## src/replay_pkg.sv

```systemverilog
`default_nettype none

package replay_pkg;

   // Stream widths
   localparam int DATA_W = 32;
   localparam int KEEP_W = DATA_W / 8;
   localparam int USER_W = 16;

   // Capture memory of 256 words, length counter one bit wider to reach full
   localparam int MEM_ADDR_W = 8;
   localparam int LEN_W      = MEM_ADDR_W + 1;

   // Output FIFO of 8 entries
   localparam int FIFO_DEPTH_BITS = 3;
   localparam int FIFO_DEPTH      = 2 ** FIFO_DEPTH_BITS;

   // Register bus
   localparam int WB_DATA_W = 32;
   localparam int WB_ADDR_W = 4;

   // One stored beat, laid out as {last, user, keep, data}
   typedef struct packed {
      logic              last;
      logic [USER_W-1:0] user;
      logic [KEEP_W-1:0] keep;
      logic [DATA_W-1:0] data;
   } mem_word_t;

   // Register byte addresses
   localparam logic [WB_ADDR_W-1:0] REG_CTRL   = 4'h0;
   localparam logic [WB_ADDR_W-1:0] REG_COUNT  = 4'h4;
   localparam logic [WB_ADDR_W-1:0] REG_STATUS = 4'h8;

   // Control register bits
   localparam int CTRL_START_BIT   = 0;
   localparam int CTRL_SW_RST_BIT  = 1;
   localparam int CTRL_WR_DONE_BIT = 2;

   // Status register fields
   localparam int STATUS_BUSY_BIT = 0;
   localparam int STATUS_LEN_LSB  = 8;

endpackage

`default_nettype wire

```

## src/pkt_capture.sv

```systemverilog
`timescale 1ns/1ns
`default_nettype none

module pkt_capture (
   input  logic                              clk_i,
   input  logic                              arst_n_i,

   input  logic [replay_pkg::DATA_W-1:0]     s_axis_tdata_i,
   input  logic [replay_pkg::KEEP_W-1:0]     s_axis_tkeep_i,
   input  logic [replay_pkg::USER_W-1:0]     s_axis_tuser_i,
   input  logic                              s_axis_tlast_i,
   input  logic                              s_axis_tvalid_i,
   output logic                              s_axis_tready_o,

   input  logic                              wr_done_i,
   input  logic                              sw_rst_i,

   output logic                              mem_we_o,
   output logic [replay_pkg::MEM_ADDR_W-1:0] mem_waddr_o,
   output replay_pkg::mem_word_t             mem_wword_o,
   output logic [replay_pkg::LEN_W-1:0]      stored_len_o
);
   import replay_pkg::*;

   logic [LEN_W-1:0] wr_ptr_q;
   logic             full;
   logic             accept;

   // Top pointer bit set means all words are taken
   assign full = wr_ptr_q[MEM_ADDR_W];

   // Capture is open until wr_done, and closed during a soft reset
   assign s_axis_tready_o = ~wr_done_i & ~full & ~sw_rst_i;
   assign accept          = s_axis_tvalid_i & s_axis_tready_o;

   // The beat is written on the same edge it transfers
   assign mem_we_o    = accept;
   assign mem_waddr_o = wr_ptr_q[MEM_ADDR_W-1:0];

   always_comb begin
      mem_wword_o.last = s_axis_tlast_i;
      mem_wword_o.user = s_axis_tuser_i;
      mem_wword_o.keep = s_axis_tkeep_i;
      mem_wword_o.data = s_axis_tdata_i;
   end

   // Write pointer doubles as the stored length
   always_ff @(posedge clk_i or negedge arst_n_i) begin
      if (!arst_n_i) begin
         wr_ptr_q <= '0;
      end else if (sw_rst_i) begin
         wr_ptr_q <= '0;
      end else if (accept) begin
         wr_ptr_q <= wr_ptr_q + 1'b1;
      end
   end

   assign stored_len_o = wr_ptr_q;

endmodule

`default_nettype wire

```

## config.mk

```make
export PLATFORM = sky130hd
export DESIGN_NAME = pkt_capture
export DESIGN_NICKNAME = d
export VERILOG_FILES = /design/src/replay_pkg.sv /design/src/pkt_capture.sv
export SDC_FILE = /design/constraint.sdc
export NUM_CORES = 1
export LEC_CHECK = 0
export BUFFER_PORTS_ARGS = -buffer_cell sky130_fd_sc_hd__buf_2
export CORE_AREA = 2 2 59 61
export DETAILED_ROUTE_END_ITERATION = 6
export DIE_AREA = 0 0 61 63
export HOLD_SLACK_MARGIN = 0.08
export PLACE_DENSITY = 0.78
export SYNTH_ARGS = -nofsm -noshare
export SYNTH_HDL_FRONTEND = slang
export SYNTH_SLANG_ARGS = --single-unit
```

## constraint.sdc

```tcl
create_clock -name clk_i -period 1.9 [get_ports clk_i]
set_clock_uncertainty 0.2 [all_clocks]
set_input_delay 0.57 -clock clk_i [delete_from_list [all_inputs] [get_ports clk_i]]
set_output_delay 0.57 -clock clk_i [all_outputs]
set_load 0.02 [all_outputs]
```

== After elaboration in Yosys (flattened, before gate mapping) ==
Cells that the tools add are included.

* Register bits after elaboration: 9
* Bits of input ports: 58
* Output and inout port bits: 72
* Word-level logic and storage cells: 11

* $add $sub $neg: 1
* Mux-type cells: 2
* Bitwise logic cells: 6
* Reductions and logical operators: 1

{| class="wikitable"
|+ Operators with widths
! cell !! number
|-
| $mux W9 || 2
|-
| $add A9 B1 Y9 const B || 1
|-
| $and A1 B1 Y1 || 3
|-
| $not A1 Y1 || 3
|-
| $reduce_bool A2 Y1 || 1
|}

== Depth between registers and ports, before layout ==
* Depth in word-level cells: 6
* Depth in mapped cells: 4
* Mapped depth without buffers: 4

== Least setup slack after synthesis ==
Ideal clock, no wire load.

* Path kind: in2out
* Start: input sw_rst_i
* End: output s_axis_tready_o
* Arrival: 1.271 ns
* Data required time: 1.130 ns
* Path slack: -0.141 ns
* Stages on the path: 2
* Path buffers: 1
* Cell sequence: clkbuf_1 > nor3_1

* Word-level cells in the longest chain between the ends: 2

{| class="wikitable"
|+ RTL lines
! what !! RTL line !! source
|-
| start: declaration || pkt_capture.sv:16 || <nowiki>input logic sw_rst_i,</nowiki>
|-
| $not A1 Y1 || pkt_capture.sv:33 || <nowiki>assign s_axis_tready_o = ~wr_done_i & ~full & ~sw_rst_i;</nowiki>
|-
| $and A1 B1 Y1 || pkt_capture.sv:33 ||
|-
| end: declaration || pkt_capture.sv:13 || <nowiki>output logic s_axis_tready_o,</nowiki>
|}

No other way between the ends.

== Worst setup path in the final report ==
* Start: input wr_done_i
* End: output mem_we_o

* Word-level cells in the longest chain between the ends: 4

{| class="wikitable"
|+ RTL lines
! what !! RTL line !! source
|-
| start: declaration || pkt_capture.sv:15 || <nowiki>input logic wr_done_i,</nowiki>
|-
| $not A1 Y1 || pkt_capture.sv:33 ||
|-
| $and A1 B1 Y1 (2 in a row) || pkt_capture.sv:33 ||
|-
| $and A1 B1 Y1 || pkt_capture.sv:34 || <nowiki>assign accept = s_axis_tvalid_i & s_axis_tready_o;</nowiki>
|-
| end: declaration || pkt_capture.sv:18 || <nowiki>output logic mem_we_o,</nowiki>
|}

No other way between the ends.

==> results.py <==
metrics = {
    "run_status": {
        "outcome": "finished with violations",
        "violations": "negative setup slack",
    },
    "timing": {
        "holdWs_ns": 0.414,
        "worst_slack_ns": -0.0425,
        "hold_viol_final": 0,
        "setup_viol": 1,
        "grt_setup_unrepaired": "true",
        "period_needed_ns": 1.94,
        "period_share": 1.02,
        "relSlewSlack": 0.858,
        "tns_ns": -0.0425,
        "worst_pin_slew_ns": 0.213,
        "max_freq_mhz": 515,
        "slew_viol_final": 0,
    },
    "critical_path": {
        "timing.critical_path.buf_inv": 2,
        "critPathKind": "primary input to output port",
        "arrival_ns": 1.17,
        "setup.worst_path.start_class": "primary input",
        "crit_family": "simple AND/OR/NAND/NOR gates",
        "worstPathMaxFanout": 2,
        "crit_slowest_cell": "nor3b_4",
        "crit_path_end_kind": "output port",
        "cp_slowest_stage_delay_ns": 0.20,
        "cp_data_required_time_ns": 1.13,
        "cp_cell_sequence": "buf_2 -> nor3b_4 -> and2_4 -> buf_6",
    },
    "synth": {
        "synthArstFlopShare": 1.00,
        "yosysWarnings": 0,
        "syn_area_um2": 945,
        "ys_top_cells_by_area": "buf_4, dfrtp_1, nand4bb_4",
        "synth-seq-area-share": 0.238,
        "ys_ff_latch": 9,
        "synth_cells": 108,
        "ys.flop_type": "dfrtp_1",
        "avgSynthCellArea_um2": 8.75,
        "ys_types": 23,
        "synth_edf_count": 0,
        "synth_top_cell_by_area": "buf_4",
        "synthDominantCellAreaShare": 0.485,
        "syn_nets": 167,
    },
    "pwr": {
        "p_total_uw": 409,
        "powerDensity_mw_per_mm2": 529,
        "ir_worst_vdd_mv": 0.138,
        "power.leakage_nw": 0.370,
    },
    "die": {
        "die_w_um": 61,
        "die_y_um": 63,
        "dieArea_mm2": 0.00384,
        "start_util": 0.292,
        "core_mm2": 0.00323,
        "rows": 21,
        "pin_count": 130,
    },
    "placed_design": {
        "place_inst": 121,
        "gp_congestion": 0.682,
        "io_buffers": 23,
        "dp_hpwl_mm": 1.16,
        "pre_cts_ws_ns": -0.0880,
    },
    "global_routing": {
        "grt_overflow_total": 0,
        "use_met1": 0.0808,
        "gr-max-usage-layer": "met2",
        "use_met2": 0.125,
        "grt_pass1_vias": 491,
        "grt_max_degree": 10,
        "antenna_found_initial": 0,
        "grt_first_pass_wirelength_mm": 2.20,
        "track_usage": 0.0820,
        "met3_usage": 0.0311,
    },
    "route": {
        "wl_per_cell_um": 11.8,
        "finalWirelength_mm": 1.50,
        "drc_errors": 0,
        "via_per_inst": 4.01,
        "drtPass1Iterations": 4,
        "ant_nets": 0,
        "drt_iter0_drc": 6,
        "vias": 509,
    },
    "clock_network": {
        "root_buffer": "clkbuf_4",
        "h-tree-depth": 1,
        "cts.path.max_buffers": 2,
        "clock_latency_ns": 0.26,
        "tritoncts.num_buffers": 3,
        "clk_pin_slew_ns": 0.06,
        "cts_tree": "done",
        "clkSinkCount": 9,
    },
    "layout": {
        "nNetsFinal": 141,
        "layoutNonFillerInstCount": 127,
        "largest_register_ffs": 9,
        "syn_to_final_growth_pct": -18.1,
        "n_antenna_cell": 0,
        "drive_gt1_frac": 0.519,
    },
    "job": {
        "maxCapViolCount": 0,
    },
    "min_path": {
        "hold_class": "flip-flop to flip-flop",
    },
}
## timing repair
action | CTS | global route
endpoints found under the setup margin | 1 | 2
resized for setup | 4 | 2
hold endpoints to repair | 9 | 0
hold buffers | 1 | 0
pin swaps | 2 | 2
buffers inserted | 1 | 0
## kinds of logic after synthesis
logic type	Yosys count	synth area share
xor+xnor	2	0.0185
simple gates	22	0.156
compound gates	7	0.0424
flops	9	0.238
buf+inv	64	0.497
fa+ha+maj	1	0.0132
mux	3	0.0344
## per-layer routing
metal / up-vias / wire length (µm)
met5: - / 0
met3: 10 / 155
met2: 31 / 705
met1: 234 / 589
met4: 0 / 53
li1: 234 / -
## worst register-to-register path, cell delays in order (launching register included)
cell and delay (ns):
dfrtp_2 0.43, buf_4 0.16, nand4bb_4 0.26, nor3_2 0.23, mux2_2 0.36
## synth_stat cells (2+ instances only)
master and count:
mux2_2 2, dfrtp_1 9, nor2_1 5, inv_1 2, o21ai_0 3, nor3_1 2
nand2_1 2, xnor2_1 2, a21oi_1 3, nor2b_1 2, nand3_1 2, buf_4 61
or3_1 3
## per-stage QoR
stage / instance area, µm² / utilization
6_report: 773 / 0.239
3_3_place_gp: 711 / 0.220
3_5_place_dp: 711 / 0.220
4_1_cts: 764 / 0.237
5_1_grt: 773 / 0.239
2_1_floorplan: 955 / -
## path summary, 6_finish.rpt
kind,from,to,slack (ns),cells after the start
worst min-delay path,stored_len_o[5],stored_len_o[5],0.41,2
worst max register to register,stored_len_o[8],stored_len_o[6],0.16,4
max in group asynchronous,arst_n_i,stored_len_o[8],0.80,2
min in group asynchronous,arst_n_i,stored_len_o[1],0.49,2
worst max-delay path,wr_done_i,mem_we_o,-0.04,4
worst min register to register,stored_len_o[5],stored_len_o[5],0.41,2
## report_power, final
part	leakage [nW]	internal [mW]	switching, mW
clock	0.0150	0.0809	0.0701
combinational	0.232	0.0285	0.0326
sequential	0.123	0.194	0.00254
## cells in the final DEF, fill, tap and decap left out
master,n
buf_6,1
xnor2_1,2
clkbuf_4,3
nor2b_1,2
nor3_2,2
nand4_1,1
inv_1,2
and4bb_2,1
nor3b_4,1
nand3_1,2
a32o_1,1
dfrtp_2,1
nor3_1,1
a21oi_1,3
or3_1,3
nand4bb_4,1
mux2_2,2
nand2_1,2
nor2_1,5
o21ai_0,3
buf_2,21
dfrtp_1,8
buf_4,8
dlygate4sd3_1,1
clkbuf_1,1
and2_4,1
ha_1,1
mux2i_1,1
## cell type report
type / count / area, µm²
Multi-Input combinational cell: 35 / 269
Inverter: 2 / 7.51
Sequential cell: 9 / 226
Tap cell: 46 / 57.6
Clock buffer: 4 / 26.3
Fill cell: 348 / 2460
Timing Repair Buffer: 31 / 186
Note: power is estimated with default switching activity, not from simulation.
