$ cat src/replay_pkg.sv
`default_nettype none

package replay_pkg;

   // Stream widths
   localparam int DATA_W = 32;
   localparam int KEEP_W = DATA_W / 8;
   localparam int USER_W = 16;

   // Capture memory of 256 words, length counter one bit wider to reach full
   localparam int MEM_ADDR_W = 8;
   localparam int LEN_W      = MEM_ADDR_W + 1;

   // Output FIFO of 8 entries
   localparam int FIFO_DEPTH_BITS = 3;
   localparam int FIFO_DEPTH      = 2 ** FIFO_DEPTH_BITS;

   // Register bus
   localparam int WB_DATA_W = 32;
   localparam int WB_ADDR_W = 4;

   // One stored beat, laid out as {last, user, keep, data}
   typedef struct packed {
      logic              last;
      logic [USER_W-1:0] user;
      logic [KEEP_W-1:0] keep;
      logic [DATA_W-1:0] data;
   } mem_word_t;

   // Register byte addresses
   localparam logic [WB_ADDR_W-1:0] REG_CTRL   = 4'h0;
   localparam logic [WB_ADDR_W-1:0] REG_COUNT  = 4'h4;
   localparam logic [WB_ADDR_W-1:0] REG_STATUS = 4'h8;

   // Control register bits
   localparam int CTRL_START_BIT   = 0;
   localparam int CTRL_SW_RST_BIT  = 1;
   localparam int CTRL_WR_DONE_BIT = 2;

   // Status register fields
   localparam int STATUS_BUSY_BIT = 0;
   localparam int STATUS_LEN_LSB  = 8;

endpackage

`default_nettype wire

$ cat src/replay_reader.sv
`timescale 1ns/1ns
`default_nettype none

module replay_reader (
   input  logic                              clk_i,
   input  logic                              arst_n_i,
   input  logic                              start_i,
   input  logic                              sw_rst_i,
   input  logic [replay_pkg::WB_DATA_W-1:0]  replay_count_i,
   input  logic [replay_pkg::LEN_W-1:0]      stored_len_i,
   input  logic                              rd_gnt_i,
   input  logic                              fifo_pop_i,
   output logic                              rd_req_o,
   output logic [replay_pkg::MEM_ADDR_W-1:0] rd_addr_o,
   output logic                              busy_o
);
   import replay_pkg::*;

   logic                     issuing_q;
   logic [MEM_ADDR_W-1:0]    last_addr_q;
   logic [WB_DATA_W-1:0]     passes_left_q;
   logic [FIFO_DEPTH_BITS:0] in_use_q;
   logic                     has_credit;
   logic                     last_word;

   // Words in flight plus words held must never exceed the FIFO depth
   assign has_credit = int'(in_use_q) < FIFO_DEPTH;

   // No new read is started in the cycle of a soft reset
   assign rd_req_o  = issuing_q & has_credit & ~sw_rst_i;
   assign last_word = (rd_addr_o == last_addr_q);

   always_ff @(posedge clk_i or negedge arst_n_i) begin
      if (!arst_n_i) begin
         busy_o        <= 1'b0;
         issuing_q     <= 1'b0;
         rd_addr_o     <= '0;
         last_addr_q   <= '0;
         passes_left_q <= '0;
      end else if (sw_rst_i) begin
         busy_o    <= 1'b0;
         issuing_q <= 1'b0;
      end else begin
         if (start_i && !busy_o) begin
            // Zero passes or an empty memory end the replay at once
            if (replay_count_i != '0 && stored_len_i != '0) begin
               busy_o        <= 1'b1;
               issuing_q     <= 1'b1;
               rd_addr_o     <= '0;
               passes_left_q <= replay_count_i;
               last_addr_q   <= MEM_ADDR_W'(stored_len_i - 1'b1);
            end
         end else if (rd_gnt_i) begin
            if (last_word) begin
               // Wrap to the first word for the next pass
               rd_addr_o     <= '0;
               passes_left_q <= passes_left_q - 1'b1;
               if (passes_left_q == 1) begin
                  issuing_q <= 1'b0;
               end
            end else begin
               rd_addr_o <= rd_addr_o + 1'b1;
            end
         end

         // Done once all reads are issued and the FIFO has drained
         if (busy_o && !issuing_q && in_use_q == '0) begin
            busy_o <= 1'b0;
         end
      end
   end

   // Credit bookkeeping, a grant takes one entry and a pop returns one
   always_ff @(posedge clk_i or negedge arst_n_i) begin
      if (!arst_n_i) begin
         in_use_q <= '0;
      end else if (sw_rst_i) begin
         in_use_q <= '0;
      end else begin
         case ({rd_gnt_i, fifo_pop_i})
            2'b10:   in_use_q <= in_use_q + 1'b1;
            2'b01:   in_use_q <= in_use_q - 1'b1;
            default: in_use_q <= in_use_q;
         endcase
      end
   end

endmodule

`default_nettype wire

$ cat config.mk
export PLATFORM = sky130hd
export DESIGN_NAME = replay_reader
export DESIGN_NICKNAME = d
export VERILOG_FILES = /design/src/replay_pkg.sv /design/src/replay_reader.sv
export SDC_FILE = /design/constraint.sdc
export NUM_CORES = 1
export LEC_CHECK = 0
export BUFFER_PORTS_ARGS = -buffer_cell sky130_fd_sc_hd__buf_2
export CAP_MARGIN = 25
export CORE_MARGIN = 3
export CORE_UTILIZATION = 30
export DETAILED_ROUTE_END_ITERATION = 10
export RECOVER_POWER = 100
export SLEW_MARGIN = 20
export SYNTH_ARGS = -nofsm -noshare
export SYNTH_HDL_FRONTEND = slang
export SYNTH_SLANG_ARGS = --single-unit
$ cat constraint.sdc
create_clock -name clk_i -period 4.18 [get_ports clk_i]
set_clock_uncertainty 0.15 [all_clocks]
set_input_delay 1.254 -clock clk_i [delete_from_list [all_inputs] [get_ports clk_i]]
set_output_delay 1.254 -clock clk_i [all_outputs]
set_load 0.02 [all_outputs]
[Word-level counts from Yosys, hierarchy flattened]
Cells that the tools add are included.
Word-level totals
  register bits after elaboration: 54
  latch bits: 0
  bits in writable memories: 0
  ROM bits: 0
  input port bits: 47
  output and inout bits: 10
  logic and storage cells: 62
  memories kept: 0
Cells by class
  add/sub/neg operators: 5
  $mul: 0
  divide/modulo/power cells: 0
  $lt $le $gt $ge: 1
  equality and inequality tests: 6
  shift-type cells: 0
  muxes and demuxes: 19
  bitwise logic cells: 3
  reductions and logical operators: 22
Operator list (number)
  $mux 32: 4
  $eq 32x1->1 const B: 1
  $mux 8: 4
  $reduce_bool 32->1: 1
  $sub 32x1->32 const B: 1
  $reduce_bool 3->1: 6
  $mux 1: 9
  $reduce_bool 9->1: 1
  $add 8x1->8 const B: 1
  $eq 8x8->1: 1
  $pmux 4 s2: 1
  $reduce_and 4->1: 2
  $sub 8x1->8 const B: 1
  $reduce_and 3->1: 2
  $add 4x1->4 const B: 1
  $logic_and 1x1->1: 4
  $logic_not 4->1: 1
  $lt 4x4->1 const B: 1
  $mux 4: 1
  $reduce_bool 2->1: 2
  $sub 4x1->4 const B: 1
  $ne 3x2->1 const B: 1
  $and 1x1->1: 2
  $eq 2x1->1 const B: 1
  other kinds (5): 6

[Depth between registers and ports, before layout]
  word-level depth: 6
  mapped depth: 9
  depth with buffers taken out: 7

[Worst setup path before layout]
Ideal clock, no wire load.
  kind: input -> output
  start point: input port sw_rst_i
  end point: output port rd_req_o
  arrival time: 1850 ps
  required time: 2776 ps
  setup slack: 926 ps
  stages on the path: 4
  path through: clkbuf_1 inv_1 nand2_1 nor2_1
On the way
  cells in the longest elaborated chain, start to end: 2
RTL lines
  start, declared: line replay_reader.sv:8  | input logic sw_rst_i,
  $not 1->1 (no source line)
  $and 1x1->1: line replay_reader.sv:30  | assign rd_req_o = issuing_q & has_credit & ~sw_rst_i;
  end, declared: line replay_reader.sv:13  | output logic rd_req_o,
No other way between the ends.

[Worst setup path in the final report]
  start point: input port replay_count_i[6] (netlist bit)
  end point: register rd_addr_o[7] (netlist bit)
On the way
  cells in the longest elaborated chain, start to end: 4
RTL lines
  start, declared: line replay_reader.sv:9  | input logic [replay_pkg::WB_DATA_W-1:0] replay_count_i,
  $reduce_bool 32->1: line replay_reader.sv:46  | if (replay_count_i != '0 && stored_len_i != '0) begin
  $logic_and 1x1->1: line replay_reader.sv:46
  $ne 2x1->1 (no source line)
  $reduce_and 3->1 (no source line)
  end signal, assigned: line replay_reader.sv:62  | rd_addr_o <= rd_addr_o + 1'b1;
  end, declared: line replay_reader.sv:14  | output logic [replay_pkg::MEM_ADDR_W-1:0] rd_addr_o,
No other way between the ends.
A chain may end at the register's enable or synchronous reset.

==> out/results.ini <==
[run_status]
outcome=completed

[sta]
fin_crit_ns=3.59
finalCritPeriodShare_pct=85.8
rsz0062_at_grt=false
hold_violations=0
fin_setup_tns_ns=0
fin_ws_ns=0.594
setup_viol=0
slew_headroom_pct=7.54
timing_worst_slew_pin_value_ns=1.39
max_freq_mhz=279
report.final.slew_viol_count=0

[setup_path]
cp.required_ns=4.18
worstPathMaxFanout=9
crit_chain=buf_2, nor4_1, nand4_1, o21ai_0, a2111oi_0, mux2i_1
worstPathArrival_ns=3.59
slowest_stage=o21ai_0
slowest_delay_ns=0.91
worst_setup_path_start_kind=primary input
path_class=in2reg
worstPathBufferInverterCount=1
critPathCaptureType=flop
path_delay_family=compound AO/OA/AOI/OAI gates

[clocking]
cts_hold_buf=0
cts.sinks=54
cts_setup_buffers=0
cts_resized=0
insertion_delay_ns=0.29
clock_path_buffers=2
clk_pin_slew_ns=0.07
cts_root_buf=clkbuf_16
numCtsBuffers=5
htree_num_levels=2
tritoncts=yes

[placed_design]
place.gp.congestion=0.804
dpl.hpwl_um=7470
io_buffers=56
preCtsSetupSlack_ns=0.552

[synth]
yosys_warnings=0
ys_async_sr_fraction_pct=100
synth_edf_count=0
synth_area_mm2=0.00369
ys_ff_latch=54
synth_most_common_cell=dfrtp_1
synth_area_leaders=dfrtp_1, a21oi_1, nor2_1
syn_nets=487
yosys-top-cells-count=dfrtp_1, nor2_1, a21oi_1, nand2_1, clkbuf_1
yosysSeqAreaShare_pct=36.6
yosysUniqueCellTypes=59
syn_area_per_cell_um2=8.54
synth_area_leader_cell=dfrtp_1
syn_inst=432
synth_flop_cell=dfrtp_1
yosysTopAreaCellShare_pct=36.6

[detailed_routing]
wl_per_cell_um=16.9
drc_errors=0
postRouteWirelength_um=10400
via_per_inst=5.69
vias=3499
drtAntennaViolNets=0
drtIter0Drc=282
dr.pass1.iters=5

[global_routing]
grt_max_degree=55
grt_pass1_wl_um=17200
grt_pass1_vias=3358
grt_usage_pct=15.6
grt_overflow_total=0
antenna_found_initial=0

[worst_hold_path]
hp-class=reg2reg

[pwr]
peakVddDrop_v=0.000155
p_leak_nw=1.70
power_density_mw_per_mm2=441

[floorplanning]
initial_core_util_pct=31.5
rows=39
io_pins=57
dieArea_mm2=0.0137
die_h_um=117
coreArea_mm2=0.0117
die_w_um=117

[job]
cap_violations=0

[layout]
drive_gt1_share_pct=14.4
area_growth_pct=13.8
final_net_count=526
fillCellCount=1224
diodes=0

## placed cells by master, fill, tap and decap left out, drive strengths merged, types with 15 or more instances in the layout
cell type and n:
dfrtp 54, buf 48, nor3 18, o21ai 15
nand2 32, a31oi 15, nor2 41, o22a 17
nor4 22, inv 15, a21oi 37, clkbuf 22
## state kept, by name (all words and copies together) (netlist names)
name and count:
passes_left_q 32, last_addr_q 8, rd_addr_o 8, in_use_q 4, busy_o 1, issuing_q 1
## final timing paths
| check | from | endpoint | slack, ns | cells after the start |
|---|---|---|---|---|
| setup / recovery | replay_count_i[6] | rd_addr_o[7]$_DFFE_PN0P_ | 0.59 | 6 |
| hold / removal | last_addr_q[7]$_DFFE_PN0P_ | last_addr_q[7]$_DFFE_PN0P_ | 0.35 | 2 |
| setup reg to reg | busy_o$_DFFE_PN0P_ | rd_addr_o[7]$_DFFE_PN0P_ | 1.56 | 5 |
| hold reg to reg | last_addr_q[7]$_DFFE_PN0P_ | last_addr_q[7]$_DFFE_PN0P_ | 0.35 | 2 |
| max in group asynchronous | arst_n_i | passes_left_q[15]$_DFFE_PN0P_ | 1.83 | 2 |
| min in group asynchronous | arst_n_i | last_addr_q[4]$_DFFE_PN0P_ | 1.21 | 2 |
## report_power, final
group | internal (mW) | switching, mW | total (mW) | leakage, nW
logic | 0.237 | 0.341 | 0.578 | 0.974
registers | 0.665 | 0.184 | 0.849 | 0.651
clock network | 0.238 | 0.186 | 0.424 | 0.0739
total | 1.14 | 0.711 | 1.85 | 1.70
## cells by family after synthesis
group           Yosys count  synth area share (%)
simple gates            165                  24.4
compound gates          137                  25.4
flops                    54                  36.6
buf+inv                  46                  5.19
xor+xnor                 17                  4.04
fa+ha+maj                 8                  2.92
mux                       5                  1.36
## worst reg2reg max path, stage by stage (launching register included)
cell and delay [ns]:
dfrtp_1 0.42, nand2b_1 0.22, a21oi_1 0.31, o21ai_0 0.49, a2111oi_0 0.70, mux2i_1 0.26
## per-layer routing
layer | part of all wire (%) | GRT usage [%] | vias to the layer above
met5 | 0 | 0 | -
met4 | 1.8 | 4.36 | 0
met3 | 5.7 | 2.57 | 12
met2 | 46 | 25.1 | 97
met1 | 46 | 21.8 | 1687
li1 | - | - | 1703
## final cells by class
cell class / instances / area [um^2] / area share [%]
Clock buffer: 7 / 143 / 3.40
Sequential cell: 54 / 1350 / 32.2
Inverter: 15 / 56.3 / 1.34
Tap cell: 143 / 179 / 4.26
Multi-Input combinational cell: 332 / 2140 / 51.0
Timing Repair Buffer: 63 / 322 / 7.66
Clock inverter: 1 / 5.00 / 0.119
## metrics by stage
step / std cells / util [%] / hold slack (ns) / cell area [um^2] / total power [mW]
2_1_floorplan: 432 / - / 0.319 / 3690 / 1.26
3_3_place_gp: 607 / 34.9 / 0.335 / 4080 / 1.42
3_5_place_dp: 607 / 34.9 / 0.342 / 4080 / 1.44
4_1_cts: 615 / 36.1 / 0.359 / 4230 / 1.88
5_1_grt: 615 / 35.9 / 0.374 / 4200 / 1.97
6_report: 615 / 35.9 / 0.349 / 4200 / 1.85
(Power assumes the default switching activity.)
