==> src/replay_pkg.sv <==
`default_nettype none

package replay_pkg;

   // Stream widths
   localparam int DATA_W = 32;
   localparam int KEEP_W = DATA_W / 8;
   localparam int USER_W = 16;

   // Capture memory of 256 words, length counter one bit wider to reach full
   localparam int MEM_ADDR_W = 8;
   localparam int LEN_W      = MEM_ADDR_W + 1;

   // Output FIFO of 8 entries
   localparam int FIFO_DEPTH_BITS = 3;
   localparam int FIFO_DEPTH      = 2 ** FIFO_DEPTH_BITS;

   // Register bus
   localparam int WB_DATA_W = 32;
   localparam int WB_ADDR_W = 4;

   // One stored beat, laid out as {last, user, keep, data}
   typedef struct packed {
      logic              last;
      logic [USER_W-1:0] user;
      logic [KEEP_W-1:0] keep;
      logic [DATA_W-1:0] data;
   } mem_word_t;

   // Register byte addresses
   localparam logic [WB_ADDR_W-1:0] REG_CTRL   = 4'h0;
   localparam logic [WB_ADDR_W-1:0] REG_COUNT  = 4'h4;
   localparam logic [WB_ADDR_W-1:0] REG_STATUS = 4'h8;

   // Control register bits
   localparam int CTRL_START_BIT   = 0;
   localparam int CTRL_SW_RST_BIT  = 1;
   localparam int CTRL_WR_DONE_BIT = 2;

   // Status register fields
   localparam int STATUS_BUSY_BIT = 0;
   localparam int STATUS_LEN_LSB  = 8;

endpackage

`default_nettype wire

==> src/replay_fifo.sv <==
`timescale 1ns/1ns
`default_nettype none

module replay_fifo (
   input  logic                          clk_i,
   input  logic                          arst_n_i,
   input  logic                          sw_rst_i,

   input  logic                          rd_valid_i,
   input  replay_pkg::mem_word_t         rd_word_i,

   output logic [replay_pkg::DATA_W-1:0] m_axis_tdata_o,
   output logic [replay_pkg::KEEP_W-1:0] m_axis_tkeep_o,
   output logic [replay_pkg::USER_W-1:0] m_axis_tuser_o,
   output logic                          m_axis_tlast_o,
   output logic                          m_axis_tvalid_o,
   input  logic                          m_axis_tready_i,

   output logic                          pop_o
);
   import replay_pkg::*;

   mem_word_t                  buf_q [FIFO_DEPTH];
   logic [FIFO_DEPTH_BITS-1:0] wr_ptr_q;
   logic [FIFO_DEPTH_BITS-1:0] rd_ptr_q;
   logic [FIFO_DEPTH_BITS:0]   count_q;
   mem_word_t                  head;

   // Head entry is shown directly on the stream
   assign head            = buf_q[rd_ptr_q];
   assign m_axis_tvalid_o = (count_q != '0);
   assign m_axis_tdata_o  = head.data;
   assign m_axis_tkeep_o  = head.keep;
   assign m_axis_tuser_o  = head.user;
   assign m_axis_tlast_o  = head.last;
   assign pop_o           = m_axis_tvalid_o & m_axis_tready_i;

   // Space is guaranteed by the reader's credit count
   always_ff @(posedge clk_i) begin
      if (rd_valid_i) begin
         buf_q[wr_ptr_q] <= rd_word_i;
      end
   end

   always_ff @(posedge clk_i or negedge arst_n_i) begin
      if (!arst_n_i) begin
         wr_ptr_q <= '0;
         rd_ptr_q <= '0;
         count_q  <= '0;
      end else if (sw_rst_i) begin
         wr_ptr_q <= '0;
         rd_ptr_q <= '0;
         count_q  <= '0;
      end else begin
         if (rd_valid_i) begin
            wr_ptr_q <= wr_ptr_q + 1'b1;
         end
         if (pop_o) begin
            rd_ptr_q <= rd_ptr_q + 1'b1;
         end
         case ({rd_valid_i, pop_o})
            2'b10:   count_q <= count_q + 1'b1;
            2'b01:   count_q <= count_q - 1'b1;
            default: count_q <= count_q;
         endcase
      end
   end

endmodule

`default_nettype wire

==> config.mk <==
export PLATFORM = sky130hd
export DESIGN_NAME = replay_fifo
export DESIGN_NICKNAME = d
export VERILOG_FILES = /design/src/replay_pkg.sv /design/src/replay_fifo.sv
export SDC_FILE = /design/constraint.sdc
export NUM_CORES = 1
export LEC_CHECK = 0
export BUFFER_PORTS_ARGS = -buffer_cell sky130_fd_sc_hd__buf_2
export CORE_MARGIN = 2
export CORE_UTILIZATION = 50
export CTS_CLUSTER_DIAMETER = 100
export CTS_CLUSTER_SIZE = 14
export DETAILED_ROUTE_END_ITERATION = 6
export PLACE_DENSITY = 0.71
export SLEW_MARGIN = 10
export SYNTH_ARGS = -nofsm -noshare
export SYNTH_HDL_FRONTEND = slang
export SYNTH_SLANG_ARGS = --single-unit
==> constraint.sdc <==
create_clock -name clk_i -period 4.88 [get_ports clk_i]
set_input_delay 0.732 -clock clk_i [delete_from_list [all_inputs] [get_ports clk_i]]
set_output_delay 0.732 -clock clk_i [all_outputs]
set_load 0.01 [all_outputs]
Word-level counts from Yosys, hierarchy flattened
Memories as Yosys holds them, arrays and structs flattened.
Cells that the tools add are included.
- muxes and demuxes: 8
- equal/unequal tests: 2
- reductions and logical operators: 4
- bitwise gates (word level): 1
- add/subtract/negate cells: 4
- operators with widths (cell ; count):
    3-bit 2-to-1 mux ; 4
    4-bit one-hot mux with 2 select lines ; 1
    3-bit by 1-bit adder with 3-bit output (second input constant) ; 2
    4-bit by 1-bit adder with 4-bit output (second input constant) ; 1
    4-bit 2-to-1 mux ; 1
    2-bit nonzero test ; 2
    4-bit nonzero test ; 1
    4-bit by 1-bit subtractor with 4-bit output (second input constant) ; 1
    3-bit nonzero test ; 1
    2-bit by 1-bit equality test with 1-bit output (second input constant) ; 1
    2-bit equality test (second input constant) ; 1
    1-bit 2-to-1 mux ; 2
    1-bit AND ; 1
- output and inout port bits: 55
- word-level logic and storage cells: 23
- memories kept: 1
- bits of input ports: 58
- memory bits (writable): 424
- register bits: 10
- memories (memory ; words ; bits a word ; rd ports ; clocked after memory_dff ; wr ports ; line ; text):
    buf_q ; 8 ; 53 ; 1 ; 0 ; 1 ; replay_fifo.sv:23 ; mem_word_t buf_q [FIFO_DEPTH];

Longest topological paths before layout
- depth after elaboration: 5
- gate-level depth with buffers: 8
- gate-level depth less buffers: 8

Worst setup path before layout
OpenSTA, ideal clock, no wires.
- path kind: input to register
- start: in rd_valid_i
- end: mem buf_q[0][0] (netlist bit), enable pin
- cell stages on the path: 3
- buffers on the path: 1
- required time: 4351 ps
- arrival time: 4827 ps
- setup slack: -476 ps
- setup time: 529 ps
- cell sequence: clkbuf_1 -> nand2b_1 -> nor3_1
- longest elaborated chain between the ends: 2
- ends and longest elaborated chain (item ; line ; text):
    start, declared ; replay_fifo.sv:9 ; input logic rd_valid_i,
    1-bit 2-to-1 mux ; replay_fifo.sv:40 ; if (rd_valid_i) begin
    1-bit 2-to-1 mux (implied by the code) ; replay_fifo.sv:41 ; buf_q[wr_ptr_q] <= rd_word_i;
    end, declared ; replay_fifo.sv:23 ;
Every way passes these cells.

Final worst setup path
- start: reg rd_ptr_q[0]
- end: out m_axis_tuser_o[11] (netlist bit)
- longest elaborated chain between the ends: 1
- ends and longest elaborated chain (item ; line ; text):
    start, declared ; replay_fifo.sv:25 ; logic [FIFO_DEPTH_BITS-1:0] rd_ptr_q;
    start signal, assigned ; replay_fifo.sv:59 ; rd_ptr_q <= rd_ptr_q + 1'b1;
    memory 8 x 53 bit ; n/a ;
    end, declared ; replay_fifo.sv:14 ; output logic [replay_pkg::USER_W-1:0] m_axis_tuser_o,
Every way passes these cells.

==> summary.md <==
| Metric | Value |
|---|---|
| Part of the cycle the worst path needs | 73.7% |
| Data arrival at the endpoint of the critical path | 2870 ps |
| Highest Clock Rate | 0.278 GHz |
| Final count of hold timing violations | 0 |
| Number of nets with antenna violations after routing | 0 |
| CTS tree | done |
| Share of synthesized cell area in full adder, half adder and majority cells | 0.302% |
| Number of placed instances, taps included | 1220 |
| Dominant combinational cell family by area after synthesis | multiplexers |
| Synth warn | 0 |
| Critical path launch point type | flip-flop |
| Vias after detailed routing | 7175 |
| Number of ports placed on the die boundary | 113 |
| Number of rows in the core area | 66 |
| Area growth from synthesis to layout | 12.9% |
| Fraction of synthesized cell area taken by the top area cell type | 76.9% |
| Final-layout fill cell count | 2372 |
| Via density per instance | 5.66 |
| Unrepaired setup endpoints after global routing | no |
| 1st-pass router iterations | 5 |
| DP Area | 0.0177 sq mm |
| Share of synthesized cell area in and, or, nand and nor gates | 1.00% |
| Average detailed-routed wire length per instance | 23.8 um |
| Status | completed |
| Clock root cell | sky130_fd_sc_hd__clkbuf_16 |
| Sequential Area | 0.0130 sq mm |
| Total of flip-flops plus latches after synthesis | 434 |
| Half-perimeter wire length after placement | 16100 um |
| Slew Viols, Final | 0 |
| Kind of critical path | reg2out |
| Multiplexer share of the synthesized area | 18.3% |
| Number of levels in the clock H-tree | 2 |
| Critical Path Fanout Max | 27 |
| Number of global-route vias before repair | 7650 |
| Initial cell density of the core | 50.8% |
| Nets@finish | 878 |
| Worst clock skew on the final layout | 14.8 ps |
| Net count after synthesis | 745 |
| Required time at the endpoint of the critical path | 4150 ps |
| Avg Synthesized Cell Area | 24.3 sq um |
| Final setup violation count | 0 |
| Number of buffers inserted to repair setup after CTS | 0 |
| Port Buffers | 112 |
| Critical Path Sink Type | primary output |
| Sequential cell area fraction in the yosys report | 78.4% |
| Number of buffers added by the clock tree synthesis step | 36 |
| Top post-synthesis cells by area | sky130_fd_sc_hd__edfxtp_1 (77%), sky130_fd_sc_hd__mux4_2 (14%), sky130_fd_sc_hd__mux2_2 (3.6%) |
| Bufs on Longest Clock Path | 3 |
| Post-synth EDFFs | 424 |
| Max rail drop VDD | 289 uV |
| GRT overflow | 0 |
| Placeable core area | 0.0326 sq mm |
| Slack of the critical path | 1280 ps |
| Worst slew pin tran | 1110 ps |
| Largest net degree at the start of global routing | 62 |
| Synthesized area | 0.0166 sq mm |
| Worst-skew pair later-pin latency | 520 ps |
| Hold bufs inserted after CTS | 0 |
| Setup TNS | 0 ps |
| Full die area | 0.0346 sq mm |
| Area taken by multi-input logic gates | 0.00344 sq mm |
| Count of mapped cells out of synthesis | 683 |
| # DRC | 0 |
| Total routing usage reported by global routing | 18.0% |
| Layout cells sized above 1 | 41.1% |
| Routed wire length | 30100 um |
| Total of max-cap violations | 0 |
| Count of different cell masters after synthesis | 29 |
| Pleak | 0.00591 uW |
| Compound-Gate Fraction of Synth Area | 0.370% |
| Initial antenna violation count | 3 |
| Worst min-delay path class | in2async |
| Power density relative to cell area | 429 mW/mm^2 |
| Dominant cell type by area after synthesis | sky130_fd_sc_hd__edfxtp_1 |
| Horiz. Die Dim | 186 um |
| GP Congestion | 0.681 |
| Filler-free cell count of the finished design | 1268 |
| Headroom to the max-slew limit | 26.1% |
| Number of gates resized after cts | 0 |
| Clock-pin slew on the worst setup and hold paths | 70 ps |
| Xor/xnor share of the synthesized area | 0.415% |
| First-pass GRT wire length | 45600 um |
| Primary FF master, synth | sky130_fd_sc_hd__edfxtp_1 |
| Iteration-0 DRC count of the detailed router | 525 |
| Fraction of synthesis flops using an asynchronous set or reset pin | 2.30% |
| Clock sinks | 434 |
| Final standard cell area without fillers | 0.0187 sq mm |
| Design Power | 8020 uW |
| Height of the die | 186 um |
| Post-layout min period | 3600 ps |
| Dpl ws | 1750 ps |
[report_power, final]
group	internal [uW]	total (uW)	switching, uW	leakage, uW
sequential	4180	4290	104	0.00398
combinational	643	1180	541	0.00146
clock	1370	2550	1190	0.000473
total	6190	8020	1830	0.00591
[layer usage]
metal | track usage (%) | vias to the layer above | wire [um]
li1 | - | 3141 | -
met1 | 24.0 | 3828 | 12500
met2 | 31.0 | 163 | 15600
met3 | 3.27 | 43 | 1540
met4 | 4.50 | 0 | 552
met5 | 0 | - | 0
[layout by cell type, fill, tap and decap left out, types with 2 or more instances in the layout]
cell type,Yosys,final
sky130_fd_sc_hd__edfxtp_1,424,424
sky130_fd_sc_hd__buf_2,12,112
sky130_fd_sc_hd__mux4_2,106,106
sky130_fd_sc_hd__mux2_2,53,53
sky130_fd_sc_hd__clkbuf_16,0,37
sky130_fd_sc_hd__buf_4,0,9
sky130_fd_sc_hd__nor2_1,14,8
sky130_fd_sc_hd__nand2_1,8,8
sky130_fd_sc_hd__clkbuf_1,15,7
sky130_fd_sc_hd__dfrtp_1,10,7
sky130_fd_sc_hd__nor2_4,0,6
sky130_fd_sc_hd__buf_12,4,6
sky130_fd_sc_hd__xor2_1,4,4
sky130_fd_sc_hd__nand2b_1,4,4
sky130_fd_sc_hd__a21oi_1,4,4
sky130_fd_sc_hd__ha_1,4,4
sky130_fd_sc_hd__mux2i_1,3,3
sky130_fd_sc_hd__diode_2,0,2
sky130_fd_sc_hd__nor3_4,0,2
sky130_fd_sc_hd__xnor2_1,2,2
sky130_fd_sc_hd__nand4b_1,2,2
sky130_fd_sc_hd__inv_6,0,2
sky130_fd_sc_hd__dfrtp_4,0,2
[cell families (layout without fill, tap and decap cells)]
| group | after synthesis | after routing |
|---|---|---|
| AOI/OAI and AO/OA | 7 | 7 |
| xor gates and xnor gates | 7 | 7 |
| adders and majority gates | 4 | 4 |
| buffers and inverters | 33 | 174 |
| DFF | 434 | 434 |
| muxes | 163 | 163 |
| other | 0 | 2 |
| and+or+nand+nor | 35 | 35 |
[worst max-delay path, cell delays in order, from the launching register on]
cell and delay (ps):
sky130_fd_sc_hd__dfrtp_4 760, sky130_fd_sc_hd__buf_4 560, sky130_fd_sc_hd__mux4_2 560, sky130_fd_sc_hd__mux2_2 300
sky130_fd_sc_hd__buf_2 150
[cell usage after synthesis (all sizes together), types with 3 or more instances]
master	number
a21oi	4
buf	17
clkbuf	15
dfrtp	10
edfxtp	424
ha	4
mux2	54
mux2i	3
mux4	106
nand2	8
nand2b	4
nor2	14
xnor2	3
xor2	4
[path summary, 6_finish.rpt]
kind / cells past startpoint / to / from / slack [ps]
max: 4 / m_axis_tuser_o[11] / rd_ptr_q[0] / 1280
min: 1 / count_q[3] / arst_n_i / 70
max reg2reg: 3 / buf_q[6][30] / wr_ptr_q[0] / 2410
min reg2reg: 2 / wr_ptr_q[0] / wr_ptr_q[0] / 580
max in group asynchronous: 1 / rd_ptr_q[0] / arst_n_i / 4580
min in group clk_i: 1 / buf_q[2][15] / rd_word_i[15] / 470
[flip-flops by register name, indices dropped and copies added (netlist names)]
signal	cells
count_q	4
buf_q	424
rd_ptr_q	3
wr_ptr_q	3
[through the flow]
step	utilization [%]	hold WS (ps)
6_report	57.4	69.7
4_1_cts	57.3	57.1
3_3_place_gp	54.4	560
3_5_place_dp	54.4	571
2_1_floorplan	-	436
5_1_grt	57.3	68.9
[area by class of cell]
class | count | area share [%]
Antenna cell | 2 | 0.0267
Clock buffer | 44 | 5.09
Sequential cell | 434 | 69.4
Clock inverter | 2 | 0.0936
Multi-Input combinational cell | 216 | 18.4
Timing Repair Buffer | 127 | 4.00
Inverter | 1 | 0.0201
Tap cell | 442 | 2.96
(Power assumes the default switching activity.)
