### src/replay_pkg.sv
`default_nettype none

package replay_pkg;

   // Stream widths
   localparam int DATA_W = 32;
   localparam int KEEP_W = DATA_W / 8;
   localparam int USER_W = 16;

   // Capture memory of 256 words, length counter one bit wider to reach full
   localparam int MEM_ADDR_W = 8;
   localparam int LEN_W      = MEM_ADDR_W + 1;

   // Output FIFO of 8 entries
   localparam int FIFO_DEPTH_BITS = 3;
   localparam int FIFO_DEPTH      = 2 ** FIFO_DEPTH_BITS;

   // Register bus
   localparam int WB_DATA_W = 32;
   localparam int WB_ADDR_W = 4;

   // One stored beat, laid out as {last, user, keep, data}
   typedef struct packed {
      logic              last;
      logic [USER_W-1:0] user;
      logic [KEEP_W-1:0] keep;
      logic [DATA_W-1:0] data;
   } mem_word_t;

   // Register byte addresses
   localparam logic [WB_ADDR_W-1:0] REG_CTRL   = 4'h0;
   localparam logic [WB_ADDR_W-1:0] REG_COUNT  = 4'h4;
   localparam logic [WB_ADDR_W-1:0] REG_STATUS = 4'h8;

   // Control register bits
   localparam int CTRL_START_BIT   = 0;
   localparam int CTRL_SW_RST_BIT  = 1;
   localparam int CTRL_WR_DONE_BIT = 2;

   // Status register fields
   localparam int STATUS_BUSY_BIT = 0;
   localparam int STATUS_LEN_LSB  = 8;

endpackage

`default_nettype wire

### src/replay_regs.sv
`timescale 1ns/1ns
`default_nettype none

module replay_regs (
   input  logic                             clk_i,
   input  logic                             arst_n_i,

   // Wishbone classic slave
   input  logic                             wb_cyc_i,
   input  logic                             wb_stb_i,
   input  logic                             wb_we_i,
   input  logic [replay_pkg::WB_ADDR_W-1:0] wb_adr_i,
   input  logic [replay_pkg::WB_DATA_W-1:0] wb_dat_i,
   output logic [replay_pkg::WB_DATA_W-1:0] wb_dat_o,
   output logic                             wb_ack_o,

   // Engine status
   input  logic                             busy_i,
   input  logic [replay_pkg::LEN_W-1:0]     stored_len_i,

   // Engine control
   output logic                             start_o,
   output logic                             sw_rst_o,
   output logic                             wr_done_o,
   output logic [replay_pkg::WB_DATA_W-1:0] replay_count_o
);
   import replay_pkg::*;

   logic                 access;
   logic                 wr_access;
   logic                 rd_access;
   logic [WB_DATA_W-1:0] rd_mux;

   // One access per strobe, finished by the registered ack
   assign access    = wb_cyc_i & wb_stb_i & ~wb_ack_o;
   assign wr_access = access & wb_we_i;
   assign rd_access = access & ~wb_we_i;

   always_ff @(posedge clk_i or negedge arst_n_i) begin
      if (!arst_n_i) begin
         wb_ack_o       <= 1'b0;
         start_o        <= 1'b0;
         sw_rst_o       <= 1'b0;
         wr_done_o      <= 1'b0;
         replay_count_o <= '0;
      end else begin
         wb_ack_o <= access;
         // Start and soft reset last a single cycle
         start_o  <= 1'b0;
         sw_rst_o <= 1'b0;
         if (wr_access) begin
            case (wb_adr_i)
               REG_CTRL: begin
                  start_o   <= wb_dat_i[CTRL_START_BIT];
                  sw_rst_o  <= wb_dat_i[CTRL_SW_RST_BIT];
                  wr_done_o <= wb_dat_i[CTRL_WR_DONE_BIT];
               end
               REG_COUNT: replay_count_o <= wb_dat_i;
               default:   ;
            endcase
         end
      end
   end

   always_comb begin
      rd_mux = '0;
      case (wb_adr_i)
         REG_CTRL:  rd_mux[CTRL_WR_DONE_BIT] = wr_done_o;
         REG_COUNT: rd_mux = replay_count_o;
         REG_STATUS: begin
            rd_mux[STATUS_BUSY_BIT]         = busy_i;
            rd_mux[STATUS_LEN_LSB +: LEN_W] = stored_len_i;
         end
         default:   rd_mux = '0;
      endcase
   end

   // Read data is sampled with the ack
   always_ff @(posedge clk_i) begin
      if (rd_access) begin
         wb_dat_o <= rd_mux;
      end
   end

endmodule

`default_nettype wire

### config.mk
export PLATFORM = sky130hd
export DESIGN_NAME = replay_regs
export DESIGN_NICKNAME = d
export VERILOG_FILES = /design/src/replay_pkg.sv /design/src/replay_regs.sv
export SDC_FILE = /design/constraint.sdc
export NUM_CORES = 1
export LEC_CHECK = 0
export BUFFER_PORTS_ARGS = -buffer_cell sky130_fd_sc_hd__buf_2
export CORE_MARGIN = 3
export CORE_UTILIZATION = 42
export DETAILED_ROUTE_END_ITERATION = 8
export PLACE_DENSITY_LB_ADDON = 0.1
export SYNTH_ARGS = -nofsm -noshare
export SYNTH_HDL_FRONTEND = slang
export SYNTH_SLANG_ARGS = --single-unit
### constraint.sdc
create_clock -name clk_i -period 2.45 [get_ports clk_i]
set_input_delay 0.49 -clock clk_i [delete_from_list [all_inputs] [get_ports clk_i]]
set_output_delay 0.49 -clock clk_i [all_outputs]
set_load 0.02 [all_outputs]
## After elaboration in Yosys (flattened, before gate mapping)

Index checks and enable logic that the tools add are counted.

- Flip-flop bits (word level): 68
- Bits in latches: 0
- RAM bits: 0
- Memory bits (read-only): 0
- Word-level logic and storage cells: 25
- Memories: 0

- $add $sub $neg: 0
- Multiply operators: 0
- Divide/modulo/power cells: 0
- Order comparisons: 0
- Equality and inequality tests: 2
- Shift-type cells: 0
- Mux-type cells: 7
- Bitwise gates (word level): 6
- Reductions and logical operators: 3

Operators by type and width:

| kind | number |
|---|---|
| 9-bit one-hot mux with 2 select lines | 1 |
| 1-bit bitwise AND | 4 |
| 4-bit by 3-bit equality test with 1-bit output (second input constant) | 1 |
| 4-bit equality test (second input constant) | 1 |
| 4-bit logical NOT | 1 |
| 1-bit two-way mux | 4 |
| 1-bit one-hot mux with 2 select lines | 2 |
| 2-bit AND reduction | 2 |
| 1-bit NOT | 2 |

## Longest topological paths before layout

Gate-level depths: netlist of the first run.

- Word-level depth: 4
- Mapped depth: 5

## Worst setup path before layout of the first run

Ideal clock, no wire load.

- Kind: register to register
- Start: register wb_ack_o
- End: register wb_dat_o[0] in the netlist's numbering, enable pin
- Arrival time: 2175 ps
- Path slack: -151 ps
- Cell stages (with the launch flop): 3
- Path buffers: 0
- Clock period less this slack: 2601 ps
- Cells stage by stage: dfrtp_1 -> and3b_1 -> nor2b_1

- Longest elaborated chain between the ends: 3

Ends and longest elaborated chain:

| item | line | source |
|---|---|---|
| start, declared | replay_regs.sv:15 | `output logic wb_ack_o,` |
| start signal, assigned | replay_regs.sv:47 | `wb_ack_o <= access;` |
| 1-bit NOT | replay_regs.sv:35 | `assign access = wb_cyc_i & wb_stb_i & ~wb_ack_o;` |
| 1-bit bitwise AND | replay_regs.sv:35 |  |
| named net access | replay_regs.sv:29 | `logic access;` |
| 1-bit bitwise AND | replay_regs.sv:37 | `assign rd_access = access & ~wb_we_i;` |
| named net rd_access | replay_regs.sv:31 | `logic rd_access;` |
| end signal, assigned | replay_regs.sv:81 | `wb_dat_o <= rd_mux;` |
| end, declared | replay_regs.sv:14 | `output logic [replay_pkg::WB_DATA_W-1:0] wb_dat_o,` |

The timed path passes the listed nets, and every way through them passes these cells.
A chain may end at the register's enable or synchronous reset.

## Final worst setup path of the first run

- Start: register wb_ack_o
- End: register replay_count_o[5] in the netlist's numbering

- Longest elaborated chain between the ends: 4

Ends and longest elaborated chain:

| item | line | source |
|---|---|---|
| 1-bit NOT | replay_regs.sv:35 |  |
| 1-bit bitwise AND | replay_regs.sv:35 |  |
| named net access | replay_regs.sv:29 |  |
| 1-bit bitwise AND | replay_regs.sv:36 | `assign wr_access = access & wb_we_i;` |
| 2-bit AND reduction (no line) | - |  |
| end signal, assigned | replay_regs.sv:58 | `REG_COUNT: replay_count_o <= wb_dat_i;` |
| end, declared | replay_regs.sv:25 | `output logic [replay_pkg::WB_DATA_W-1:0] replay_count_o` |

The timed path passes the listed nets, and every way through them passes these cells.

==> flow_metrics.tcl, run 1 <==
set metrics [dict create \
    outcome "finished, final reports clean" \
    crit_type "reg -> reg" \
    cts_root_buffer "clkbuf_8" \
    r2r_slack_ps 870 \
    final_common_cell "buf_2" \
    seq_area_sq_um 1862 \
    post_cts_buffers 0 \
    rsz0062_at_grt "false" \
    worstPathArrival_ps 1780 \
    post_cts_resized 0 \
    crit_path_end_kind "flop" \
    drt_first_pass_iters 4 \
    crit_path_start_kind "flop" \
    clock_latency_ps 320 \
    layout_common_cells "buf_2, dfrtp_1, edfxtp_1" \
    area_growth_syn_to_layout_pct 32.26 \
    hold_viol_final 0 \
    htreeDepth 3 \
    final_nets 326 \
    drv_cap 0 \
    holdBufCountCts 0 \
    hp-class "in -> async" \
    dieArea_sq_um 7167 \
    fin_ws_ps 872.4 \
    power_density_nw_per_um2 706.0 \
    placedCellCount 339 \
    gp_congestion 0.6974 \
    syn_avg_cell_area_sq_um 17.44 \
    slew_headroom_pct 37.90 \
    clock_skew_ps 7.258 \
    ys_top_cells_by_area "edfxtp_1, dfrtp_1, mux2_1" \
    cts.sinks 68 \
    num_vias 1681 \
    cts_buffers 9 \
    die_w_um 84.66 \
    yosysWarnings 0 \
    yosysTopAreaCell "edfxtp_1" \
    internal_power_mw 1.812 \
    clkTransAtPathRegs_ps 70 \
    synth.ff_latch_count 68 \
    final_max_slew_viol_count 0 \
    syn_nets 200 \
    grt_max_degree 37 \
    die_h_um 84.66 \
    grt_pass1_vias 1843 \
    ys_seq_area_share_pct 71.64 \
    n_antenna_cell 0 \
    pwr-share-comb_pct 12.9 \
    cts_tree "built" \
    initial_core_util_pct 43.63 \
    synth_top_area_share_pct 36.98 \
    viasPerCell 4.749 \
    grt_pass1_wl_mm 8.797 \
    whs_ps 264.9 \
    fmax_mhz 633.9 \
    grt_usage_pct 15.98 \
    p_sw_uw 614.4 \
    cp_max_fo 18 \
    pin_count 119 \
    reg2regPathDepth 4 \
    clkPwrFrac_pct 32.7 \
    antenna_found_initial 0 \
    fin_crit_ps 1578 \
    port_buffers 118 \
    dp_hpwl_mm 3.756 \
    setup_viol 0 \
    synth_area_sq_um 2599 \
    wire_per_inst_um 15.28 \
    finalCritPeriodShare_pct 64.39 \
    worstMarginPinSlew_ps 929.1 \
    clockBufferDepth 2 \
    drt_iter0_drc 61 \
    rr_startpoint "wb_ack_o$_DFF_PN0_" \
    layout-drive-gt1-share_pct 50.54 \
    required_ps 2650 \
    core_sq_um 5956 \
    p_seq_share_pct 54.3 \
    ir_drop_mv 0.3723 \
    final_cells 354 \
    syn_inst 149 \
    multi_input_area_sq_um 691.9 \
    rows 28 \
    timing.rr.end "replay_count_o[5]$_DFFE_PN0P_" \
    routed_wirelength_mm 5.408 \
    grt_overflow 0 \
    fin_tns_setup_ps 0 \
    place_area_sq_um 3268 \
    drc 0 \
    synth.distinct_cells 15 \
    fillers 530 \
    dp_slack_ps 568.8 \
    final_antenna_net_count 0 \
    p_leak_nw 1.736 \
    final_area_sq_um 3437 \
    swShare_pct 25.32 \
]
==> layer usage <==
layer  GRT usage (%)  vias up  part of all wire (%)
li1                -      794                     -
met4           7.338        0                  0.85
met5               0        -                     0
met1           19.24      813                    42
met2           26.26       68                    50
met3           5.005        6                   7.8
==> area by class of cell <==
cell class	instances	area share (%)
Sequential cell	68	54.17
Multi-Input combinational cell	74	20.13
Tap cell	75	2.730
Timing Repair Buffer	122	18.06
Clock buffer	13	4.623
Clock inverter	2	0.2912
==> critical path: stages, from the launching register on <==
cell and delay (ps):
dfrtp_1 370, and3b_1 260, and3_1 190, buf_4 270
mux2_1 350
==> power groups by stage <==
stage                     registers [mW]  clock network [mW]  logic (mW)
final                               1.32               0.794       0.313
after CTS                           1.32               0.817       0.320
after global routing                1.33               0.873       0.338
after detailed placement            1.34                   0       0.318
after floorplan                     1.43                   0      0.0653
after global placement              1.34                   0       0.314
==> Yosys cell counts (all sizes together) <==
library cell   n
nor4b          2
and3           2
edfxtp        32
clkbuf         3
and3b          1
and2          23
dfrtp         36
mux2          33
nor2b          1
buf            4
a22o          11
nor4           1
==> sequential cells by signal (all words and copies together), names as in the netlist <==
name,count
replay_count_o,32
start_o,1
sw_rst_o,1
wb_ack_o,1
wb_dat_o,32
wr_done_o,1
==> cell families after synthesis <==
kind of cell / Yosys count / synth area share (%)
compound gates: 11 / 3.707
buf+inv: 7 / 2.022
flops: 68 / 71.64
mux: 33 / 14.30
simple gates: 30 / 8.329
==> worst max path at each step <==
stage / end / start / slack, ps / cells past startpoint
detailed placement: replay_count_o[18]$_DFFE_PN0P_ / wb_adr_i[1] / 570 / 5
finish: replay_count_o[5]$_DFFE_PN0P_ / wb_ack_o$_DFF_PN0_ / 870 / 4
floorplan: wb_dat_o[0]$_DFFE_PP_ / wb_ack_o$_DFF_PN0_ / 450 / 2
CTS: replay_count_o[5]$_DFFE_PN0P_ / wb_ack_o$_DFF_PN0_ / 850 / 4
global placement: replay_count_o[15]$_DFFE_PN0P_ / wb_adr_i[1] / 580 / 5
global route: replay_count_o[5]$_DFFE_PN0P_ / wb_ack_o$_DFF_PN0_ / 770 / 4
==> metrics by stage <==
stage	utilization [%]	total power [mW]
2_1_floorplan	-	1.500
3_3_place_gp	54.87	1.654
3_5_place_dp	54.87	1.661
4_1_cts	57.71	2.456
5_1_grt	57.71	2.541
6_report	57.71	2.426
No activity file was read; power rests on OpenSTA's default activity.
==> run 2, diff against run 1 <==
--- a/config.mk
+++ b/config.mk
@@ -5,9 +5,10 @@
 export SDC_FILE = /design/constraint.sdc
 export NUM_CORES = 1
 export LEC_CHECK = 0
+export ABC_AREA = 1
 export BUFFER_PORTS_ARGS = -buffer_cell sky130_fd_sc_hd__buf_2
 export CORE_MARGIN = 3
-export CORE_UTILIZATION = 42
+export CORE_UTILIZATION = 47
 export DETAILED_ROUTE_END_ITERATION = 8
 export PLACE_DENSITY_LB_ADDON = 0.1
 export SYNTH_ARGS = -nofsm -noshare
==> constraint.sdc (replaced) <==
create_clock -name clk_i -period 1.6 [get_ports clk_i]
set_input_delay 0.32 -clock clk_i [delete_from_list [all_inputs] [get_ports clk_i]]
set_output_delay 0.32 -clock clk_i [all_outputs]
set_load 0.02 [all_outputs]
==> flow_metrics.tcl, run 2 <==
set metrics [dict create \
    core_sq_um 5642 \
    synth-simple-area-share_pct 26.33 \
    synth_top_family_by_area "simple AND/OR/NAND/NOR gates" \
    viasPerCell 4.647 \
    yosysWarnings 0 \
    die_w_um 83.17 \
    cts_tree "built" \
    fmax_mhz 726.0 \
    synth.distinct_cells 19 \
    ir_drop_mv 0.7696 \
    post_cts_buffers 0 \
    cp_max_fo 20 \
    synthTopCellsByCount "nand2_1, dfrtp_1, edfxtp_1, inv_1, nor2_1" \
    num_vias 2235 \
    place_area_sq_um 3498 \
    initial_core_util_pct 49.61 \
    rows 27 \
    grt_pass1_vias 2198 \
    final_common_cell "buf_2" \
    outcome "finished, final reports clean" \
    synth_xor_area_share_pct 0 \
    muxShareOfSynthArea_pct 0 \
    layout-drive-gt1-share_pct 39.12 \
    post-route-util_pct 65.80 \
    clock_skew_ps 10.39 \
    area_growth_syn_to_layout_pct 32.63 \
    ys_top_cells_by_area "edfxtp_1, dfrtp_1, nand2_1" \
    grt_overflow 0 \
    finalCritPeriodShare_pct 86.09 \
    layout_common_cells "buf_2, nand2_1, dfrtp_1" \
    crit_type "reg -> reg" \
    synth_flop_cell "dfrtp_1" \
    port_buffers 118 \
    whs_ps 189.3 \
    grt_pass1_wl_mm 10.77 \
    crit_path_end_kind "flop" \
    syn_avg_cell_area_sq_um 10.18 \
    yosysTopAreaCell "edfxtp_1" \
    gp_congestion 0.7655 \
    rr_startpoint "wb_ack_o$_DFF_PN0_" \
    slew_headroom_pct 67.75 \
    synth_area_sq_um 2799 \
    grt_usage_pct 19.71 \
    yosysMostFrequentCell "nand2_1" \
    synth.ff_latch_count 68 \
    top_regs "replay_count_o: 32 flops, wb_dat_o: 32 flops" \
    htreeDepth 3 \
    dp_slack_ps 226.4 \
    min_path_cells 3 \
    cts_buffers 9 \
    dp_hpwl_mm 4.584 \
    hold_viol_final 0 \
    setup_viol 0 \
    synth_top_area_share_pct 34.33 \
    clockBufferDepth 2 \
    antenna_found_initial 0 \
    wire_per_inst_um 13.27 \
    drv_cap 0 \
    grt_max_degree 33 \
    worstHoldStart "wb_dat_i[27]" \
    n_antenna_cell 0 \
    clock_latency_ps 330 \
    synth_edf_count 32 \
    r2r_slack_ps 220 \
    fin_crit_ps 1377 \
    worstMarginPinSlew_ps 483.7 \
    routed_wirelength_mm 6.382 \
    cts.sinks 68 \
    final_max_slew_viol_count 0 \
    final_antenna_net_count 0 \
    required_ps 1820 \
    fin_tns_setup_ps 0 \
    yosys.area_share.adder_pct 0 \
    reg2regPathDepth 7 \
    ys_seq_area_share_pct 66.52 \
    fillers 479 \
    cts_root_buffer "clkbuf_8" \
    post_cts_resized 0 \
    hp-class "in -> reg" \
    hold_end "replay_count_o[27]$_DFFE_PN0P_" \
    synth_compound_area_share_pct 0.1788 \
    multi_input_area_sq_um 749.5 \
    pin_count 119 \
    drt_first_pass_iters 5 \
    crit_path_start_kind "flop" \
    fin_ws_ps 222.5 \
    timing.rr.end "replay_count_o[24]$_DFFE_PN0P_" \
    worstPathArrival_ps 1590 \
    die_h_um 83.17 \
    syn_inst 275 \
    final_nets 455 \
    seq_area_sq_um 1862 \
    async_reset_ff_share_pct 52.94 \
    power_density_nw_per_um2 1087 \
    clkTransAtPathRegs_ps 60 \
    drc 0 \
    p_leak_nw 1.974 \
    syn_nets 326 \
    drt_iter0_drc 185 \
    final_area_sq_um 3712 \
    rsz0062_at_grt "false" \
    dieArea_sq_um 6917 \
]
==> run 2: changes by cell type after synthesis, moves of 12 or more <==
cell	previous run	this run
nand2_1	0	112
mux2_1	30	0
inv_1	0	25
nor2_1	0	25
and2_1	23	0
nand3_1	0	12
==> run 2: final cells by class <==
| cell class | count | share of cell area (%) |
|---|---|---|
| Clock buffer | 13 | 3.741 |
| Sequential cell | 68 | 50.15 |
| Timing Repair Buffer | 128 | 19.01 |
| Inverter | 27 | 2.730 |
| Clock inverter | 3 | 1.753 |
| Multi-Input combinational cell | 170 | 20.19 |
| Tap cell | 72 | 2.427 |
==> run 2: per-stage QoR <==
| stage | total power, mW | std cells |
|---|---|---|
| after floorplan | 2.343 | 275 |
| after global placement | 2.600 | 464 |
| after detailed placement | 2.612 | 464 |
| after CTS | 4.083 | 481 |
| after global routing | 4.249 | 481 |
| final | 4.035 | 481 |
==> run 2: timing repair <==
action                                 4_1_cts  5_1_grt
setup endpoints to repair                    0        0
endpoints found under the hold margin       18        0
hold buffers                                 1        0
==> run 2: routing by layer <==
metal | vias up | routed length (um) | part of all wire (%) | global-route usage, %
met1 | 1046 | 2667 | 42 | 25.58
li1 | 1099 | - | - | -
met5 | - | 0 | 0 | 0
met2 | 78 | 3126 | 49 | 30.76
met3 | 12 | 486 | 7.6 | 5.655
met4 | 0 | 102 | 1.6 | 8.915
==> run 2: power breakdown <==
group	internal [mW]	switching [mW]	total, mW	leakage [nW]
clock	0.879	0.582	1.46	0.102
combinational	0.192	0.352	0.544	1.09
sequential	1.95	0.0841	2.03	0.786
total	3.02	1.02	4.03	1.97
==> run 2: logic make-up (layout without fill, tap and decap cells) <==
family	count (synthesis)	in the layout
compound gates	1	1
buf+inv	37	171
flops	68	68
simple gates	169	169
==> run 2: critical path, stage by stage, from the launching register on <==
cell and delay (ps):
dfrtp_1 380, inv_1 80, nand3_1 150, nor2_1 240, nand2_2 80, buf_4 220
nand2_1 80, nand2_1 50
==> run 2: worst max path at each step <==
stage / startpoint / slack, ps / depth (start not counted) / end
after global placement: wb_ack_o$_DFF_PN0_ / 270 / 7 / replay_count_o[20]$_DFFE_PN0P_
after detailed placement: wb_ack_o$_DFF_PN0_ / 230 / 7 / replay_count_o[21]$_DFFE_PN0P_
after global routing: wb_ack_o$_DFF_PN0_ / 120 / 7 / replay_count_o[1]$_DFFE_PN0P_
final: wb_ack_o$_DFF_PN0_ / 220 / 7 / replay_count_o[24]$_DFFE_PN0P_
after floorplan: wb_ack_o$_DFF_PN0_ / 10 / 3 / wb_dat_o[0]$_DFFE_PP_
after CTS: wb_ack_o$_DFF_PN0_ / 210 / 7 / replay_count_o[24]$_DFFE_PN0P_
